File: src/logic/ex_pkg.sv
`default_nettype none

package ex_pkg;

    typedef logic [31:0] word_t;     // Data word, PC and immediates.
    typedef logic [4:0]  reg_addr_t; // Register number or shift amount.

    typedef logic [2:0] src_a_sel_t;
    typedef logic [2:0] src_b_sel_t;
    typedef logic [5:0] alu_sel_t;
    typedef logic [2:0] res_sel_t;

    typedef enum logic [1:0] {
        SHIFT_LL,
        SHIFT_RL,
        SHIFT_RA
    } shift_dir_t;

    // Operand A sources.
    localparam src_a_sel_t SRC_A_SEL_NOP  = 3'd0;
    localparam src_a_sel_t SRC_A_SEL_ZERO = 3'd1;
    localparam src_a_sel_t SRC_A_SEL_RS   = 3'd2;
    localparam src_a_sel_t SRC_A_SEL_RT   = 3'd3;

    // Operand B sources.
    localparam src_b_sel_t SRC_B_SEL_NOP  = 3'd0;
    localparam src_b_sel_t SRC_B_SEL_ZERO = 3'd1;
    localparam src_b_sel_t SRC_B_SEL_RT   = 3'd2;
    localparam src_b_sel_t SRC_B_SEL_IMME = 3'd3;
    localparam src_b_sel_t SRC_B_SEL_RS   = 3'd4;
    localparam src_b_sel_t SRC_B_SEL_SA   = 3'd5;

    localparam alu_sel_t ALU_ADD  = 6'd1;
    localparam alu_sel_t ALU_ADDU = 6'd2;
    localparam alu_sel_t ALU_SUB  = 6'd3;
    localparam alu_sel_t ALU_SUBU = 6'd4;
    localparam alu_sel_t ALU_AND  = 6'd5;
    localparam alu_sel_t ALU_OR   = 6'd6;
    localparam alu_sel_t ALU_XOR  = 6'd7;
    localparam alu_sel_t ALU_NOR  = 6'd8;
    localparam alu_sel_t ALU_SLT  = 6'd9;
    localparam alu_sel_t ALU_SLTU = 6'd10;
    localparam alu_sel_t ALU_SLL  = 6'd11;
    localparam alu_sel_t ALU_SRL  = 6'd12;
    localparam alu_sel_t ALU_SRA  = 6'd13;
    localparam alu_sel_t ALU_LUI  = 6'd14;

    // Stage result sources.
    localparam res_sel_t RES_SEL_NOP  = 3'd0;
    localparam res_sel_t RES_SEL_ALU  = 3'd1;
    localparam res_sel_t RES_SEL_LINK = 3'd2;

    localparam word_t LINK_OFFSET = 32'd8; // Return address skips the delay slot.

endpackage

`default_nettype wire

File: src/logic/alu_shifter.sv
`timescale 1ns/1ns
`default_nettype none

module alu_shifter (
    input  ex_pkg::word_t      value,
    input  ex_pkg::reg_addr_t  amount,
    input  ex_pkg::shift_dir_t dir,
    output ex_pkg::word_t      result
);

    ex_pkg::word_t stage [6];
    logic          fill;

    // Sign bit only for arithmetic right shifts.
    assign fill = (dir == ex_pkg::SHIFT_RA) ? value[31] : 1'b0;

    assign stage[0] = value;

    // Stage i shifts by 2**i when amount bit i is set.
    for (genvar i = 0; i < 5; i++) begin : g_stage
        localparam int N = 1 << i;

        assign stage[i+1] =
            !amount[i]              ? stage[i] :
            (dir == ex_pkg::SHIFT_LL) ? {stage[i][31-N:0], {N{1'b0}}} :
                                      {{N{fill}}, stage[i][31:N]};
    end

    assign result = stage[5];

endmodule

`default_nettype wire

File: src/logic/alu.sv
`timescale 1ns/1ns
`default_nettype none

module alu (
    input  ex_pkg::word_t    src_a,
    input  ex_pkg::word_t    src_b,
    input  ex_pkg::alu_sel_t alu_sel,
    output ex_pkg::word_t    alu_res,
    output logic             alu_ovf
);

    logic               sub;
    ex_pkg::word_t      b_op;
    ex_pkg::word_t      sum;
    logic               carry;
    logic               ovf_raw;
    ex_pkg::shift_dir_t shift_dir;
    ex_pkg::word_t      shift_res;

    // Compares run through the subtractor too.
    assign sub = (alu_sel == ex_pkg::ALU_SUB)  || (alu_sel == ex_pkg::ALU_SUBU) ||
                 (alu_sel == ex_pkg::ALU_SLT)  || (alu_sel == ex_pkg::ALU_SLTU);

    assign b_op = sub ? ~src_b : src_b;
    assign {carry, sum} = {1'b0, src_a} + {1'b0, b_op} + {32'd0, sub};

    // Operands of equal sign giving a result of the other sign.
    assign ovf_raw = (src_a[31] == b_op[31]) && (sum[31] != src_a[31]);

    assign alu_ovf = ovf_raw &&
                     ((alu_sel == ex_pkg::ALU_ADD) || (alu_sel == ex_pkg::ALU_SUB));

    always_comb begin
        case (alu_sel)
            ex_pkg::ALU_SRL: shift_dir = ex_pkg::SHIFT_RL;
            ex_pkg::ALU_SRA: shift_dir = ex_pkg::SHIFT_RA;
            default:         shift_dir = ex_pkg::SHIFT_LL;
        endcase
    end

    alu_shifter u_shifter (
        .value  (src_a),
        .amount (src_b[4:0]),
        .dir    (shift_dir),
        .result (shift_res)
    );

    always_comb begin
        case (alu_sel)
            ex_pkg::ALU_ADD,
            ex_pkg::ALU_ADDU,
            ex_pkg::ALU_SUB,
            ex_pkg::ALU_SUBU: alu_res = sum;
            ex_pkg::ALU_AND:  alu_res = src_a & src_b;
            ex_pkg::ALU_OR:   alu_res = src_a | src_b;
            ex_pkg::ALU_XOR:  alu_res = src_a ^ src_b;
            ex_pkg::ALU_NOR:  alu_res = ~(src_a | src_b);
            ex_pkg::ALU_SLT:  alu_res = {31'd0, sum[31] ^ ovf_raw}; // True sign of a - b.
            ex_pkg::ALU_SLTU: alu_res = {31'd0, ~carry};            // Borrow out.
            ex_pkg::ALU_SLL,
            ex_pkg::ALU_SRL,
            ex_pkg::ALU_SRA:  alu_res = shift_res;
            ex_pkg::ALU_LUI:  alu_res = {src_b[15:0], 16'd0};
            default:          alu_res = '0;
        endcase
    end

endmodule

`default_nettype wire

File: src/logic/ex_stage.sv
`timescale 1ns/1ns
`default_nettype none

module ex_stage (
    input  logic               id2_in_delay_slot,
    input  ex_pkg::reg_addr_t  id2_w_reg_dst,
    input  ex_pkg::reg_addr_t  id2_sa,
    input  ex_pkg::word_t      id2_rs_data,
    input  ex_pkg::word_t      id2_rt_data,
    input  ex_pkg::word_t      id2_ext_imme,
    input  ex_pkg::word_t      id2_pc,
    input  ex_pkg::src_a_sel_t id2_src_a_sel,
    input  ex_pkg::src_b_sel_t id2_src_b_sel,
    input  ex_pkg::alu_sel_t   id2_alu_sel,
    input  ex_pkg::res_sel_t   id2_alu_res_sel,
    input  logic               id2_w_reg_ena,
    input  logic               id2_wb_reg_sel,
    output ex_pkg::word_t      ex_alu_res,
    output logic               ex_ovf,
    output logic               ex_in_delay_slot,
    output ex_pkg::word_t      ex_pc,
    output ex_pkg::word_t      ex_rt_data,
    output logic               ex_w_reg_ena,
    output ex_pkg::reg_addr_t  ex_w_reg_dst,
    output logic               ex_wb_reg_sel
);

    ex_pkg::word_t src_a;
    ex_pkg::word_t src_b;
    ex_pkg::word_t alu_res;
    logic          alu_ovf;

    // Nop, zero and unused codes fall to zero.
    always_comb begin
        case (id2_src_a_sel)
            ex_pkg::SRC_A_SEL_RS: src_a = id2_rs_data;
            ex_pkg::SRC_A_SEL_RT: src_a = id2_rt_data;
            default:              src_a = '0;
        endcase
    end

    always_comb begin
        case (id2_src_b_sel)
            ex_pkg::SRC_B_SEL_RT:   src_b = id2_rt_data;
            ex_pkg::SRC_B_SEL_IMME: src_b = id2_ext_imme;
            ex_pkg::SRC_B_SEL_RS:   src_b = id2_rs_data;
            ex_pkg::SRC_B_SEL_SA:   src_b = {27'd0, id2_sa};
            default:                src_b = '0;
        endcase
    end

    alu u_alu (
        .src_a   (src_a),
        .src_b   (src_b),
        .alu_sel (id2_alu_sel),
        .alu_res (alu_res),
        .alu_ovf (alu_ovf)
    );

    always_comb begin
        case (id2_alu_res_sel)
            ex_pkg::RES_SEL_ALU:  ex_alu_res = alu_res;
            ex_pkg::RES_SEL_LINK: ex_alu_res = id2_pc + ex_pkg::LINK_OFFSET; // Jump-and-link.
            default:              ex_alu_res = '0;
        endcase
    end

    assign ex_ovf           = alu_ovf;
    assign ex_w_reg_ena     = id2_w_reg_ena & ~alu_ovf; // Overflowing op never writes back.
    assign ex_in_delay_slot = id2_in_delay_slot;
    assign ex_pc            = id2_pc;
    assign ex_rt_data       = id2_rt_data;
    assign ex_w_reg_dst     = id2_w_reg_dst;
    assign ex_wb_reg_sel    = id2_wb_reg_sel;

endmodule

`default_nettype wire

File: src/logic/ex_mem_reg.sv
`timescale 1ns/1ns
`default_nettype none

module ex_mem_reg (
    input  logic              clk,
    input  logic              rst_n,
    input  logic              stall,
    input  ex_pkg::word_t     ex_alu_res,
    input  logic              ex_ovf,
    input  logic              ex_in_delay_slot,
    input  ex_pkg::word_t     ex_pc,
    input  ex_pkg::word_t     ex_rt_data,
    input  logic              ex_w_reg_ena,
    input  ex_pkg::reg_addr_t ex_w_reg_dst,
    input  logic              ex_wb_reg_sel,
    output ex_pkg::word_t     mem_alu_res,
    output logic              mem_ovf,
    output logic              mem_in_delay_slot,
    output ex_pkg::word_t     mem_pc,
    output ex_pkg::word_t     mem_rt_data,
    output logic              mem_w_reg_ena,
    output ex_pkg::reg_addr_t mem_w_reg_dst,
    output logic              mem_wb_reg_sel
);

    always_ff @(posedge clk) begin
        if (!rst_n) begin
            mem_alu_res       <= '0;
            mem_ovf           <= 1'b0;
            mem_in_delay_slot <= 1'b0;
            mem_pc            <= '0;
            mem_rt_data       <= '0;
            mem_w_reg_ena     <= 1'b0;
            mem_w_reg_dst     <= '0;
            mem_wb_reg_sel    <= 1'b0;
        end else if (!stall) begin // Hold everything while stalled.
            mem_alu_res       <= ex_alu_res;
            mem_ovf           <= ex_ovf;
            mem_in_delay_slot <= ex_in_delay_slot;
            mem_pc            <= ex_pc;
            mem_rt_data       <= ex_rt_data;
            mem_w_reg_ena     <= ex_w_reg_ena;
            mem_w_reg_dst     <= ex_w_reg_dst;
            mem_wb_reg_sel    <= ex_wb_reg_sel;
        end
    end

endmodule

`default_nettype wire

File: src/logic/ex_top.sv
`timescale 1ns/1ns
`default_nettype none

module ex_top (
    input  logic               clk,
    input  logic               rst_n,
    input  logic               stall,
    input  logic               id2_in_delay_slot,
    input  ex_pkg::reg_addr_t  id2_w_reg_dst,
    input  ex_pkg::reg_addr_t  id2_sa,
    input  ex_pkg::word_t      id2_rs_data,
    input  ex_pkg::word_t      id2_rt_data,
    input  ex_pkg::word_t      id2_ext_imme,
    input  ex_pkg::word_t      id2_pc,
    input  ex_pkg::src_a_sel_t id2_src_a_sel,
    input  ex_pkg::src_b_sel_t id2_src_b_sel,
    input  ex_pkg::alu_sel_t   id2_alu_sel,
    input  ex_pkg::res_sel_t   id2_alu_res_sel,
    input  logic               id2_w_reg_ena,
    input  logic               id2_wb_reg_sel,
    output ex_pkg::word_t      mem_alu_res,
    output logic               mem_ovf,
    output logic               mem_in_delay_slot,
    output ex_pkg::word_t      mem_pc,
    output ex_pkg::word_t      mem_rt_data,
    output logic               mem_w_reg_ena,
    output ex_pkg::reg_addr_t  mem_w_reg_dst,
    output logic               mem_wb_reg_sel
);

    ex_pkg::word_t     ex_alu_res;
    logic              ex_ovf;
    logic              ex_in_delay_slot;
    ex_pkg::word_t     ex_pc;
    ex_pkg::word_t     ex_rt_data;
    logic              ex_w_reg_ena;
    ex_pkg::reg_addr_t ex_w_reg_dst;
    logic              ex_wb_reg_sel;

    ex_stage u_ex_stage (
        .id2_in_delay_slot (id2_in_delay_slot),
        .id2_w_reg_dst     (id2_w_reg_dst),
        .id2_sa            (id2_sa),
        .id2_rs_data       (id2_rs_data),
        .id2_rt_data       (id2_rt_data),
        .id2_ext_imme      (id2_ext_imme),
        .id2_pc            (id2_pc),
        .id2_src_a_sel     (id2_src_a_sel),
        .id2_src_b_sel     (id2_src_b_sel),
        .id2_alu_sel       (id2_alu_sel),
        .id2_alu_res_sel   (id2_alu_res_sel),
        .id2_w_reg_ena     (id2_w_reg_ena),
        .id2_wb_reg_sel    (id2_wb_reg_sel),
        .ex_alu_res        (ex_alu_res),
        .ex_ovf            (ex_ovf),
        .ex_in_delay_slot  (ex_in_delay_slot),
        .ex_pc             (ex_pc),
        .ex_rt_data        (ex_rt_data),
        .ex_w_reg_ena      (ex_w_reg_ena),
        .ex_w_reg_dst      (ex_w_reg_dst),
        .ex_wb_reg_sel     (ex_wb_reg_sel)
    );

    // Single pipeline register toward the memory stage.
    ex_mem_reg u_ex_mem_reg (
        .clk               (clk),
        .rst_n             (rst_n),
        .stall             (stall),
        .ex_alu_res        (ex_alu_res),
        .ex_ovf            (ex_ovf),
        .ex_in_delay_slot  (ex_in_delay_slot),
        .ex_pc             (ex_pc),
        .ex_rt_data        (ex_rt_data),
        .ex_w_reg_ena      (ex_w_reg_ena),
        .ex_w_reg_dst      (ex_w_reg_dst),
        .ex_wb_reg_sel     (ex_wb_reg_sel),
        .mem_alu_res       (mem_alu_res),
        .mem_ovf           (mem_ovf),
        .mem_in_delay_slot (mem_in_delay_slot),
        .mem_pc            (mem_pc),
        .mem_rt_data       (mem_rt_data),
        .mem_w_reg_ena     (mem_w_reg_ena),
        .mem_w_reg_dst     (mem_w_reg_dst),
        .mem_wb_reg_sel    (mem_wb_reg_sel)
    );

endmodule

`default_nettype wire

File: config.mk
export PLATFORM = sky130hd
export DESIGN_NAME = ex_top
export DESIGN_NICKNAME = d
export VERILOG_FILES = /design/src/logic/ex_pkg.sv /design/src/logic/alu_shifter.sv /design/src/logic/alu.sv /design/src/logic/ex_stage.sv /design/src/logic/ex_mem_reg.sv /design/src/logic/ex_top.sv
export SDC_FILE = /design/constraint.sdc
export NUM_CORES = 1
export LEC_CHECK = 0
export BUFFER_PORTS_ARGS = -buffer_cell sky130_fd_sc_hd__buf_4
export CAP_MARGIN = 30
export CORE_ASPECT_RATIO = 0.7
export CORE_MARGIN = 3
export CORE_UTILIZATION = 40
export DETAILED_ROUTE_END_ITERATION = 8
export PLACE_DENSITY_LB_ADDON = 0.08
export SLEW_MARGIN = 5
export SYNTH_ARGS = -nofsm -noshare
export SYNTH_HDL_FRONTEND = slang
export SYNTH_HIERARCHICAL = 1
export SYNTH_SLANG_ARGS = --single-unit
File: constraint.sdc
create_clock -name clk -period 11 [get_ports clk]
set_input_delay 1.65 -clock clk [delete_from_list [all_inputs] [get_ports clk]]
set_output_delay 1.65 -clock clk [all_outputs]
set_load 0.03 [all_outputs]
---- Yosys cells after proc, flatten, opt, wreduce, memory -nomap -nowiden ----
Index checks and enable logic that the tools add are counted.
word-level totals
  register bits ........................... 105
  output and inout bits ................... 105
cells by class
  $add $sub $neg .......................... 3
  eq/ne operators ......................... 25
  muxes and demuxes ....................... 17
  bitwise gates (word level) .............. 9
  reductions and logical operators ........ 9
operators with widths
  kind                                                                   number
  32-bit 2-to-1 mux                                                      11
  32-bit case mux with 9 select lines                                    1
  32-bit case mux with 2 select lines                                    2
  32-bit case mux with 4 select lines                                    1
  32-bit NOT                                                             2
  6-bit by 4-bit equality test with 1-bit output, second input constant  7
  32-bit by 32-bit adder with 33-bit output                              1
  33-bit by 1-bit adder with 33-bit output                               1
  32-bit by 4-bit adder with 32-bit output, second input constant        1
  32-bit bitwise AND                                                     1
  32-bit bitwise OR                                                      1
  32-bit bitwise XOR                                                     1
  6-bit by 3-bit equality test with 1-bit output, second input constant  4
  3-bit by 2-bit equality test with 1-bit output, second input constant  5
  6-bit by 2-bit equality test with 1-bit output, second input constant  2
  3-bit equality test, second input constant                             2
  6-bit by 1-bit equality test with 1-bit output, second input constant  1
  1-bit logical OR                                                       4
  2-bit case mux with 2 select lines                                     1
  4-bit OR reduction                                                     1
  3-bit by 1-bit equality test with 1-bit output, second input constant  1
  3-bit OR reduction                                                     1
  2-bit equality test, second input constant                             1
  1-bit logical AND                                                      2
  other kinds (7)                                                        8

---- Logic depth before layout (Yosys ltp) ----
Gate-level depths: netlist (run 1).
  word-level depth ........................ 16
  gate-level depth with buffers ........... 22

---- Hierarchy ----
The synthesis (run 1) kept the hierarchy.
by module, submodules not included
  module       instances  cells each  area each (sq um)  seq. area each (sq um)
  alu_shifter  1          713         4738.3             0.0
  alu          1          595         4267.8             0.0
  ex_mem_reg   1          338         4012.6             2102.0
  ex_stage     1          376         2487.4             0.0

---- Worst setup path before layout (run 1) ----
No wires, ideal clock.
  kind .................................... input -> register
  from .................................... input port id2_src_b_sel[0]
  to ...................................... register u_ex_mem_reg.mem_alu_res[0]
  setup time .............................. 0.116 ns
  data arrival time ....................... 5.329 ns
  data required time ...................... 10.884 ns
  path slack .............................. 5.555 ns
  stages on the path ...................... 20
  buffers on the path ..................... 2
  cell sequence ........................... buf_2 > buf_1 > mux2i_1 > o22ai_1 > inv_1 > xnor2_1 > inv_1 > fa_1 > nand2b_1 > a211oi_1 > o21ai_1 > a21oi_1 > o21ai_0 > a211oi_1 > nor2_1 > o211ai_1 > nand2_1 > a22o_1 > mux2i_1 > nor2b_1
between the ends
  elaborated cells on any way between the ends .. 29
  classes of those cells .................. 2 x add/sub; 6 x eq/ne; 13 x mux; 7 x bitwise; 1 x reduce/logical
RTL lines
  item                                                                                   line                          RTL
  start, declared                                                                        ex_top.sv:16                  input ex_pkg::src_b_sel_t id2_src_b_sel,
  3-bit equality test or 3-bit by 2-bit equality test with 1-bit output (tied branches)  ex_stage.sv:43                case (id2_src_b_sel)
  32-bit case mux with 4 select lines (*)                                                ex_stage.sv:43
  net u_ex_stage.src_b[1]                                                                ex_stage.sv:29                ex_pkg::word_t src_b;
  32-bit NOT or 32-bit 2-to-1 mux (tied branches)                                        alu.sv:24, alu_shifter.sv:24
  32-bit 2-to-1 mux (on tied branches)                                                   alu.sv:24, alu_shifter.sv:25
  32-bit by 32-bit adder with 33-bit output or 32-bit 2-to-1 mux (tied branches)         alu.sv:25, alu_shifter.sv:24
  33-bit by 1-bit adder with 33-bit output or 32-bit 2-to-1 mux (tied branches)          alu.sv:25, alu_shifter.sv:25
  1-bit != test or 32-bit 2-to-1 mux (tied branches)                                     alu.sv:28, alu_shifter.sv:24
  1-bit logical AND or 32-bit 2-to-1 mux (tied branches)                                 alu.sv:28, alu_shifter.sv:25
  1-bit bitwise XOR or 32-bit 2-to-1 mux (tied branches)                                 alu.sv:58, alu_shifter.sv:24
  32-bit case mux with 9 select lines (*)                                                alu.sv:49                     case (alu_sel)
  net u_ex_stage.alu_res[0]                                                              ex_stage.sv:30                ex_pkg::word_t alu_res;
  32-bit case mux with 2 select lines (*)                                                ex_stage.sv:61                case (id2_alu_res_sel)
  net ex_alu_res[0]                                                                      ex_top.sv:31                  ex_pkg::word_t ex_alu_res;
  end signal, assigned                                                                   ex_mem_reg.sv:37              mem_alu_res <= ex_alu_res;
  end, declared                                                                          ex_mem_reg.sv:16              output ex_pkg::word_t mem_alu_res,
Mark *: on every way through the listed nets, which the timed path passes. The rest lies on a longest branch.
A chain may end at the register's enable or synchronous reset.

---- Final worst setup path (run 1) ----
  from .................................... input port id2_src_b_sel[0]
  to ...................................... register u_ex_mem_reg.mem_alu_res[19]
between the ends
  elaborated cells on any way between the ends .. 24
  classes of those cells .................. 2 x add/sub; 4 x eq/ne; 13 x mux; 5 x bitwise
RTL lines
  item                                                                                               line
  3-bit equality test or 3-bit by 2-bit equality test with 1-bit output (tied branches)              ex_stage.sv:43
  32-bit case mux with 4 select lines (*)                                                            ex_stage.sv:43
  net u_ex_stage.src_b[2]                                                                            ex_stage.sv:29
  parallel branches: the longest is 5 deep, another holds 32-bit by 32-bit adder with 33-bit output  n/a
  32-bit case mux with 9 select lines (*)                                                            alu.sv:49
  net u_ex_stage.alu_res[19]                                                                         ex_stage.sv:30
  32-bit case mux with 2 select lines (*)                                                            ex_stage.sv:61
  net ex_alu_res[19]                                                                                 ex_top.sv:31
Mark *: on every way through the listed nets, which the timed path passes.

==> out/qor.yml, run 1 <==
worst_setup_path:
  cp_max_fo: 46
  cp_data_required_time_ps: 11300
  cp.buffers_inverters: 3
  crit_family: "compound AO/OA/AOI/OAI gates"
  endpoint_kind: "flop"
  worstPathArrival_ps: 7120
  crit_chain: "buf_4, mux2i_1, o22ai_4, buf_4, inv_1, xnor2_1, ha_1, nand2_1, nor4_1, a21oi_4, a22o_1, o221ai_2, nand3_1, a32oi_1, xnor2_1, o21ai_1, nand2_1, o21ai_0, mux2i_1, nor2b_1"
  crit_type: "input port to flop"
  critPathSlowestCell: "nor4_1"
  critPathLaunchType: "input port"
  cpPeakStageDelay_ps: 770
job:
  maxCapViolCount: 0
detailed_routing:
  dr.pass1.iters: 6
  drt_iter0_markers: 2238
  ant_nets: 0
  drc: 0
  detailroute.via_count: 17019
  vias_per_cell: 6.41
  wl_per_cell_um: 29.5
  routed_wirelength_mm: 78.3
sta:
  worst_pin_slew_ps: 1110
  setup-violations-final: 0
  hold_violations: 0
  min_period_ps: 6810
  slew_headroom_pct: 26.0
  slew_violations: 0
  fin_hold_ws_ps: 523
  fmax_ghz: 0.147
  fin_crit_sh_pct: 62.0
  fin_skew_ps: 0
  grt_setup_unrepaired: "false"
  fin_setup_tns_ps: 0
synth:
  avgSynthCellArea_um2: 7.67
  synth_area_um2: 15500
  ys.flop_type: "dfxtp_1"
  netlist_instances: 2022
  ys_seq_area_share_pct: 13.6
  syn_nets: 2280
  synth_edf_count: 0
  ys.warnings.count: 6
  async_flop_share_pct: 0
  synth_seq_cells: 105
  yosysUniqueCellTypes: 110
final_layout:
  final_layout_size_suffix_gt1_share_pct: 20.8
  diodes: 0
  fin_nets: 2392
  syn_to_final_growth_pct: 13.8
power_and_ir_drop:
  peakVddDrop_v: 0.0000720
  pwr-share-comb_pct: 49.8
  p_clk_share_pct: 23.5
  p_leak_nw: 7.23
  p_sw_mw: 0.678
  internal_power_mw: 0.849
  p_seq_share_pct: 26.7
  swShare_pct: 44.4
  p_per_area_nw_per_um2: 86.6
placement:
  dpl.hpwl_mm: 59.4
  io_buffer_count: 263
  gp_congestion: 1.03
cts:
  insertion_delay_ps: 370
  post-cts-setup-buffers: 0
  cts_buffers: 9
  holdBufCountCts: 0
  cts_tree: "done"
  clock-root-buffer: "clkbuf_16"
  cts_sinks: 105
  htreeDepth: 3
  clockBufferDepth: 2
  post_cts_resized: 0
  path_clk_slew_ps: 80
floorplanning:
  start_util_pct: 41.1
  fp-row-count: 59
  ios: 264
  die_w_um: 241
  core_area_um2: 37700
  dieHeight_um: 171
  die_area_um2: 41200
outcome:
  outcome: "completed"
global_route:
  gr-total-overflow: 0
  grt_start_max_net_pins: 142
  grt_antenna_before_repair: 4
  first_global_vias: 16066
  track_usage_pct: 36.6
  grt_pass1_wl_mm: 111
hold_path:
  hold_class: "flop to flop"
==> synth_stat cells (19+ instances only) <==
| master | instances | share of area (%) |
|---|---|---|
| mux2i_1 | 171 | 11 |
| nand2_1 | 160 | 3.9 |
| nor2_1 | 124 | 3.0 |
| nor2b_1 | 118 | 4.8 |
| o21ai_0 | 116 | 3.7 |
| dfxtp_1 | 105 | 14 |
| ha_1 | 98 | 7.9 |
| a21oi_1 | 91 | 2.9 |
| buf_4 | 89 | 4.3 |
| inv_1 | 85 | 2.1 |
| clkbuf_1 | 74 | 1.8 |
| xnor2_1 | 63 | 3.6 |
| nand3_1 | 48 | 1.5 |
| a22o_1 | 42 | 2.4 |
| buf_2 | 34 | 1.1 |
| o211ai_1 | 32 | 1.5 |
| a22oi_1 | 29 | 1.4 |
| nor3_1 | 28 | 0.90 |
| a221oi_1 | 25 | 1.4 |
| nand2b_1 | 24 | 0.97 |
| xor2_1 | 24 | 1.4 |
| a31oi_1 | 23 | 0.93 |
| o21ai_1 | 22 | 0.71 |
| a211oi_1 | 19 | 0.92 |
==> worst register-to-register path, cell delays in order, from the launching register on <==
cell and delay (ps):
dfxtp_1 360, mux2i_1 90, nor2b_1 160
==> layout make-up <==
| type | instances | area, um^2 |
|---|---|---|
| clock inverter | 7 | 82.6 |
| fill | 3819 | 20100 |
| multi-input combinational | 1606 | 11800 |
| sequential | 105 | 2100 |
| clock buffer | 9 | 225 |
| timing repair buffer | 326 | 2480 |
| inverter | 86 | 323 |
| tap | 518 | 648 |
==> metrics by stage <==
step	cell area (um^2)	cells	utilization, %	worst slack, ps	total power [mW]
after floorplan	15500	2022	-	5550	0.876
after global placement	17300	2635	45.8	4000	1.14
after detailed placement	17300	2639	45.9	4010	1.14
after CTS	17600	2655	46.7	4400	1.51
after global routing	17600	2657	46.8	4110	1.59
final	17600	2657	46.8	4190	1.53
==> power by group through the flow <==
stage	registers [mW]	clock network, mW	logic [mW]
floorplan	0.450	0	0.426
global placement	0.415	0	0.729
detailed placement	0.416	0	0.727
CTS	0.407	0.371	0.730
global route	0.410	0.382	0.795
finish	0.407	0.359	0.761
==> metal layers <==
layer | global-route usage (%) | vias up | routed length (um) | share of wire [%]
li1 | - | 7616 | - | -
met1 | 51.2 | 8193 | 34400 | 44
met2 | 50.2 | 1076 | 30900 | 39
met3 | 17.0 | 124 | 11100 | 14
met4 | 8.54 | 10 | 1750 | 2.2
met5 | 1.98 | - | 153 | 0.20
==> cells in the final DEF, fill, tap and decap left out, types with 63 or more instances in the layout <==
cell type,n
a21oi_1,89
dfxtp_1,105
nor2b_1,118
ha_1,98
nor2_1,120
nand2_1,160
mux2i_1,171
inv_1,85
buf_4,317
xnor2_1,63
o21ai_0,116
==> cell families (layout without fill, tap and decap cells) <==
family / count (synthesis) / after routing / share of synthesized area, %
and+or+nand+nor: 623 / 623 / 21.3
buffers and inverters: 311 / 428 / 11.2
xor gates and xnor gates: 87 / 87 / 4.91
muxes: 193 / 193 / 13.0
AOI/OAI and AO/OA: 604 / 604 / 28.1
DFF: 105 / 105 / 13.6
adders and majority gates: 99 / 99 / 8.04
==> registers in the layout, summed over array words and instances, names as in the netlist <==
| name | count |
|---|---|
| u_ex_mem_reg/mem_w_reg_dst | 5 |
| u_ex_mem_reg/mem_alu_res | 32 |
| u_ex_mem_reg/mem_in_delay_slot | 1 |
| u_ex_mem_reg/mem_pc | 32 |
| u_ex_mem_reg/mem_rt_data | 32 |
| u_ex_mem_reg/mem_wb_reg_sel | 1 |
| u_ex_mem_reg/mem_ovf | 1 |
| u_ex_mem_reg/mem_w_reg_ena | 1 |
==> path summary, 6_finish.rpt <==
| path | cells past startpoint | end | start | slack [ps] |
|---|---|---|---|---|
| worst min-delay path | 2 | u_ex_mem_reg/mem_pc[14]$_SDFFE_PN0N_ | u_ex_mem_reg/mem_pc[14]$_SDFFE_PN0N_ | 520 |
| worst max-delay path | 20 | u_ex_mem_reg/mem_alu_res[19]$_SDFFE_PN0N_ | id2_src_b_sel[0] | 4190 |
| worst min register to register | 2 | u_ex_mem_reg/mem_pc[14]$_SDFFE_PN0N_ | u_ex_mem_reg/mem_pc[14]$_SDFFE_PN0N_ | 520 |
| worst max register to register | 2 | u_ex_mem_reg/mem_rt_data[26]$_SDFFE_PN0N_ | u_ex_mem_reg/mem_rt_data[26]$_SDFFE_PN0N_ | 10330 |
Power figures use the tool's default switching activity.
==> run 2, diff against run 1 <==
--- a/config.mk
+++ b/config.mk
@@ -5,6 +5,7 @@
 export SDC_FILE = /design/constraint.sdc
 export NUM_CORES = 1
 export LEC_CHECK = 0
+export ABC_AREA = 1
 export BUFFER_PORTS_ARGS = -buffer_cell sky130_fd_sc_hd__buf_4
 export CAP_MARGIN = 30
 export CORE_ASPECT_RATIO = 0.7
==> constraint.sdc (replaced) <==
create_clock -name clk -period 6 [get_ports clk]
set_input_delay 0.9 -clock clk [delete_from_list [all_inputs] [get_ports clk]]
set_output_delay 0.9 -clock clk [all_outputs]
set_load 0.03 [all_outputs]
==> run 2 against run 1 <==
  * Clock power rose by 80%
  * Non-clock buffer count rose by 11
  * Synthesized area fell by 2.2%
  * Critical path type unchanged
  * Critical path depth rose by 5
==> out/qor.yml, run 2 <==
final_layout:
  fin_cells: 3327  # +25%
  fillerInstances: 4042  # +5.8%
  mostFrequentLayoutCells: "862 x nand2_1, 375 x inv_1, 332 x buf_4, 319 x nor2_1, 214 x nand3_1"
  final_common_cell: "nand2_1"
  diodes: 0  # unchanged
  fin_util_pct: 47.7  # +0.89 points
  final_area_um2: 17500  # -0.99%
  reg.largest.list: "u_ex_mem_reg/mem_alu_res (32), u_ex_mem_reg/mem_pc (32), u_ex_mem_reg/mem_rt_data (32)"
  final_layout_size_suffix_gt1_share_pct: 17.2  # -3.6 points
  syn_to_final_growth_pct: 15.2
  fin_nets: 3100  # +30%
cts:
  insertion_delay_ps: 370  # about the same
  cts_buffers: 9  # unchanged
  clockBufferDepth: 2  # unchanged
  clock-root-buffer: "clkbuf_16"
  post_cts_resized: 0  # unchanged
  holdBufCountCts: 0  # unchanged
  htreeDepth: 3  # unchanged
  cts_tree: "done"
  post-cts-setup-buffers: 0  # unchanged
  cts_sinks: 105  # unchanged
  path_clk_slew_ps: 90  # about the same
sta:
  fin_setup_tns_ps: 0  # unchanged
  setup-violations-final: 0  # unchanged
  grt_setup_unrepaired: "false"
  fin_hold_ws_ps: 511  # -12.1 ps
  hold_violations: 0  # unchanged
  min_period_ps: 4980
  fin_crit_sh_pct: 83.0
  fmax_ghz: 0.201
  fin_skew_ps: 0  # unchanged
  slew_violations: 0  # unchanged
  setup_ws_ps: 1020  # -3170 ps
  slew_headroom_pct: 24.4  # -1.6 points
  worst_pin_slew_ps: 1130  # +22.7 ps
worst_setup_path:
  cp_max_fo: 9  # -80%
  cp_common_cell: "nand2_1"
  r2r_end: "u_ex_mem_reg/mem_alu_res[0]$_SDFFE_PN0N_"
  critPathSlowestCell: "o2111ai_1"
  cpPeakStageDelay_ps: 900  # +130 ps
  r2r_start: "u_ex_mem_reg/mem_alu_res[0]$_SDFFE_PN0N_"
  worstPathArrival_ps: 5300  # -1820 ps
  crit_type: "input port to flop"
  critPathLaunchType: "input port"
  crit_family: "compound AO/OA/AOI/OAI gates"
  cp.buffers_inverters: 7  # +4
  endpoint_kind: "flop"
  cp_data_required_time_ps: 6320  # -4980 ps
  reg2regPathDepth: 4  # +2
  r2r_slack_ps: 5170  # -5160 ps
global_route:
  grt_pass1_wl_mm: 102  # -8.3%
  track_usage_pct: 33.4  # -3.2 points
  grt_antenna_before_repair: 3  # -1
  gr-total-overflow: 0  # unchanged
  first_global_vias: 16151  # +0.53%
  grt_start_max_net_pins: 145  # +2.1%
synth:
  synth_most_common_cell: "nand2_1"
  syn_nets: 2941  # +29%
  synth_edf_count: 0  # unchanged
  yosysTopAreaCell: "nand2_1"
  avgSynthCellArea_um2: 5.65  # -26%
  synth.area.top_cells: "nand2_1 21%, dfxtp_1 14%, inv_1 9.3%"
  netlist_instances: 2683  # +33%
  ys_seq_area_share_pct: 13.9  # +0.31 points
  ys.warnings.count: 6  # unchanged
  yosysUniqueCellTypes: 57  # -48%
  synth_seq_cells: 105  # unchanged
  ys.flop_type: "dfxtp_1"
  async_flop_share_pct: 0  # unchanged
  synth_top_area_share_pct: 21.3  # +7.8 points
  synth_common_cells: "862 x nand2_1, 375 x inv_1, 319 x nor2_1"
  synth_area_um2: 15200  # -2.2%
floorplanning:
  core_area_um2: 36600  # -2.8%
  dieHeight_um: 169  # -1.1%
  fp-row-count: 58  # -1.7%
  die_area_um2: 40300  # -2.2%
  die_w_um: 239  # -1.1%
  ios: 264  # unchanged
  start_util_pct: 41.4  # +0.26 points
placement:
  placed_area_um2: 17100  # -1.1%
  gp_congestion: 1.05  # +2.1%
  dpl.hpwl_mm: 57.1  # -3.8%
  io_buffer_count: 263  # unchanged
  dp.cells: 3309  # +25%
  pre_cts_slack_ps: 888  # -3130 ps
power_and_ir_drop:
  p_per_area_nw_per_um2: 160  # +85%
  p_leak_nw: 9.35  # +29%
  p_total_mw: 2.79  # +83%
  peakVddDrop_v: 0.000140  # +94%
detailed_routing:
  ant_nets: 0  # unchanged
  drc: 0  # unchanged
  dr.pass1.iters: 5  # -1
  drt_iter0_markers: 2263  # +1.1%
  routed_wirelength_mm: 69.8  # -11%
  vias_per_cell: 5.45  # -15%
  detailroute.via_count: 18138  # +6.6%
  wl_per_cell_um: 21.0  # -29%
hold_path:
  hold_path_end: "u_ex_mem_reg/mem_alu_res[15]$_SDFFE_PN0N_"
  hold_class: "flop to flop"
  min_from: "u_ex_mem_reg/mem_alu_res[15]$_SDFFE_PN0N_"
  holdPathStages: 4  # +2
job:
  maxCapViolCount: 0  # unchanged
outcome:
  outcome: "completed"
run 2: changes by cell type in the layout (fill, tap and decap cells not counted), moves of 60 or more:
cell | before | now
nand2_1 | 160 | 862
xnor2_1 | 63 | 3
mux2i_1 | 171 | 0
nand3_1 | 48 | 214
inv_1 | 85 | 375
nor2_1 | 120 | 319
nor2b_1 | 118 | 0
run 2: cell families after synthesis:
group / count (synthesis) / synth area share, %
simple gates: 1549 / 44.4
buf+inv: 578 / 17.7
compound gates: 313 / 13.6
flops: 105 / 13.9
fa+ha+maj: 99 / 8.22
xor+xnor: 39 / 2.25
run 2: how the worst max path moves through the flow:
stage | end | from | depth (start not counted)
6_report | u_ex_mem_reg/mem_alu_res[30]$_SDFFE_PN0N_ | id2_src_b_sel[0] | 25
5_1_grt | u_ex_mem_reg/mem_alu_res[30]$_SDFFE_PN0N_ | id2_src_b_sel[0] | 25
4_1_cts | u_ex_mem_reg/mem_alu_res[30]$_SDFFE_PN0N_ | id2_src_b_sel[0] | 25
3_5_place_dp | u_ex_mem_reg/mem_alu_res[30]$_SDFFE_PN0N_ | id2_src_b_sel[0] | 25
3_3_place_gp | u_ex_mem_reg/mem_alu_res[30]$_SDFFE_PN0N_ | id2_src_b_sel[0] | 25
2_1_floorplan | u_ex_mem_reg/mem_alu_res[30]$_SDFFE_PN0N_ | id2_src_b_sel[0] | 26
run 2: power breakdown:
part / leakage, nW / internal [mW] / total (mW) / switching [mW]
Clock: 0.152 / 0.304 / 0.647 / 0.343
Sequential: 0.872 / 0.743 / 0.770 / 0.0269
Combinational: 8.32 / 0.449 / 1.37 / 0.923
run 2: per-layer routing:
layer / global-route usage, % / part of all wire [%] / vias to the layer above
met5: 1.58 / 0.12 / -
met4: 8.25 / 2.4 / 4
met3: 12.9 / 14 / 92
met2: 44.3 / 38 / 1010
met1: 49.4 / 46 / 8298
li1: - / - / 8734
run 2: worst reg2reg max path, stage by stage (launching register included):
cell     delay [ps]
dfxtp_1         510
inv_1            70
nand2_1          60
nand2_1          50
nor2_1           80
run 2: cell type report:
class,count,area [um^2],area share (%)
inverters,389,1460,8.36
multi-input cells,2000,10400,59.4
repair buffers,337,2610,14.9
clock inverters,7,91.3,0.523
clock buffers,9,225,1.29
flip-flops and latches,105,2100,12.0
well taps,480,601,3.44
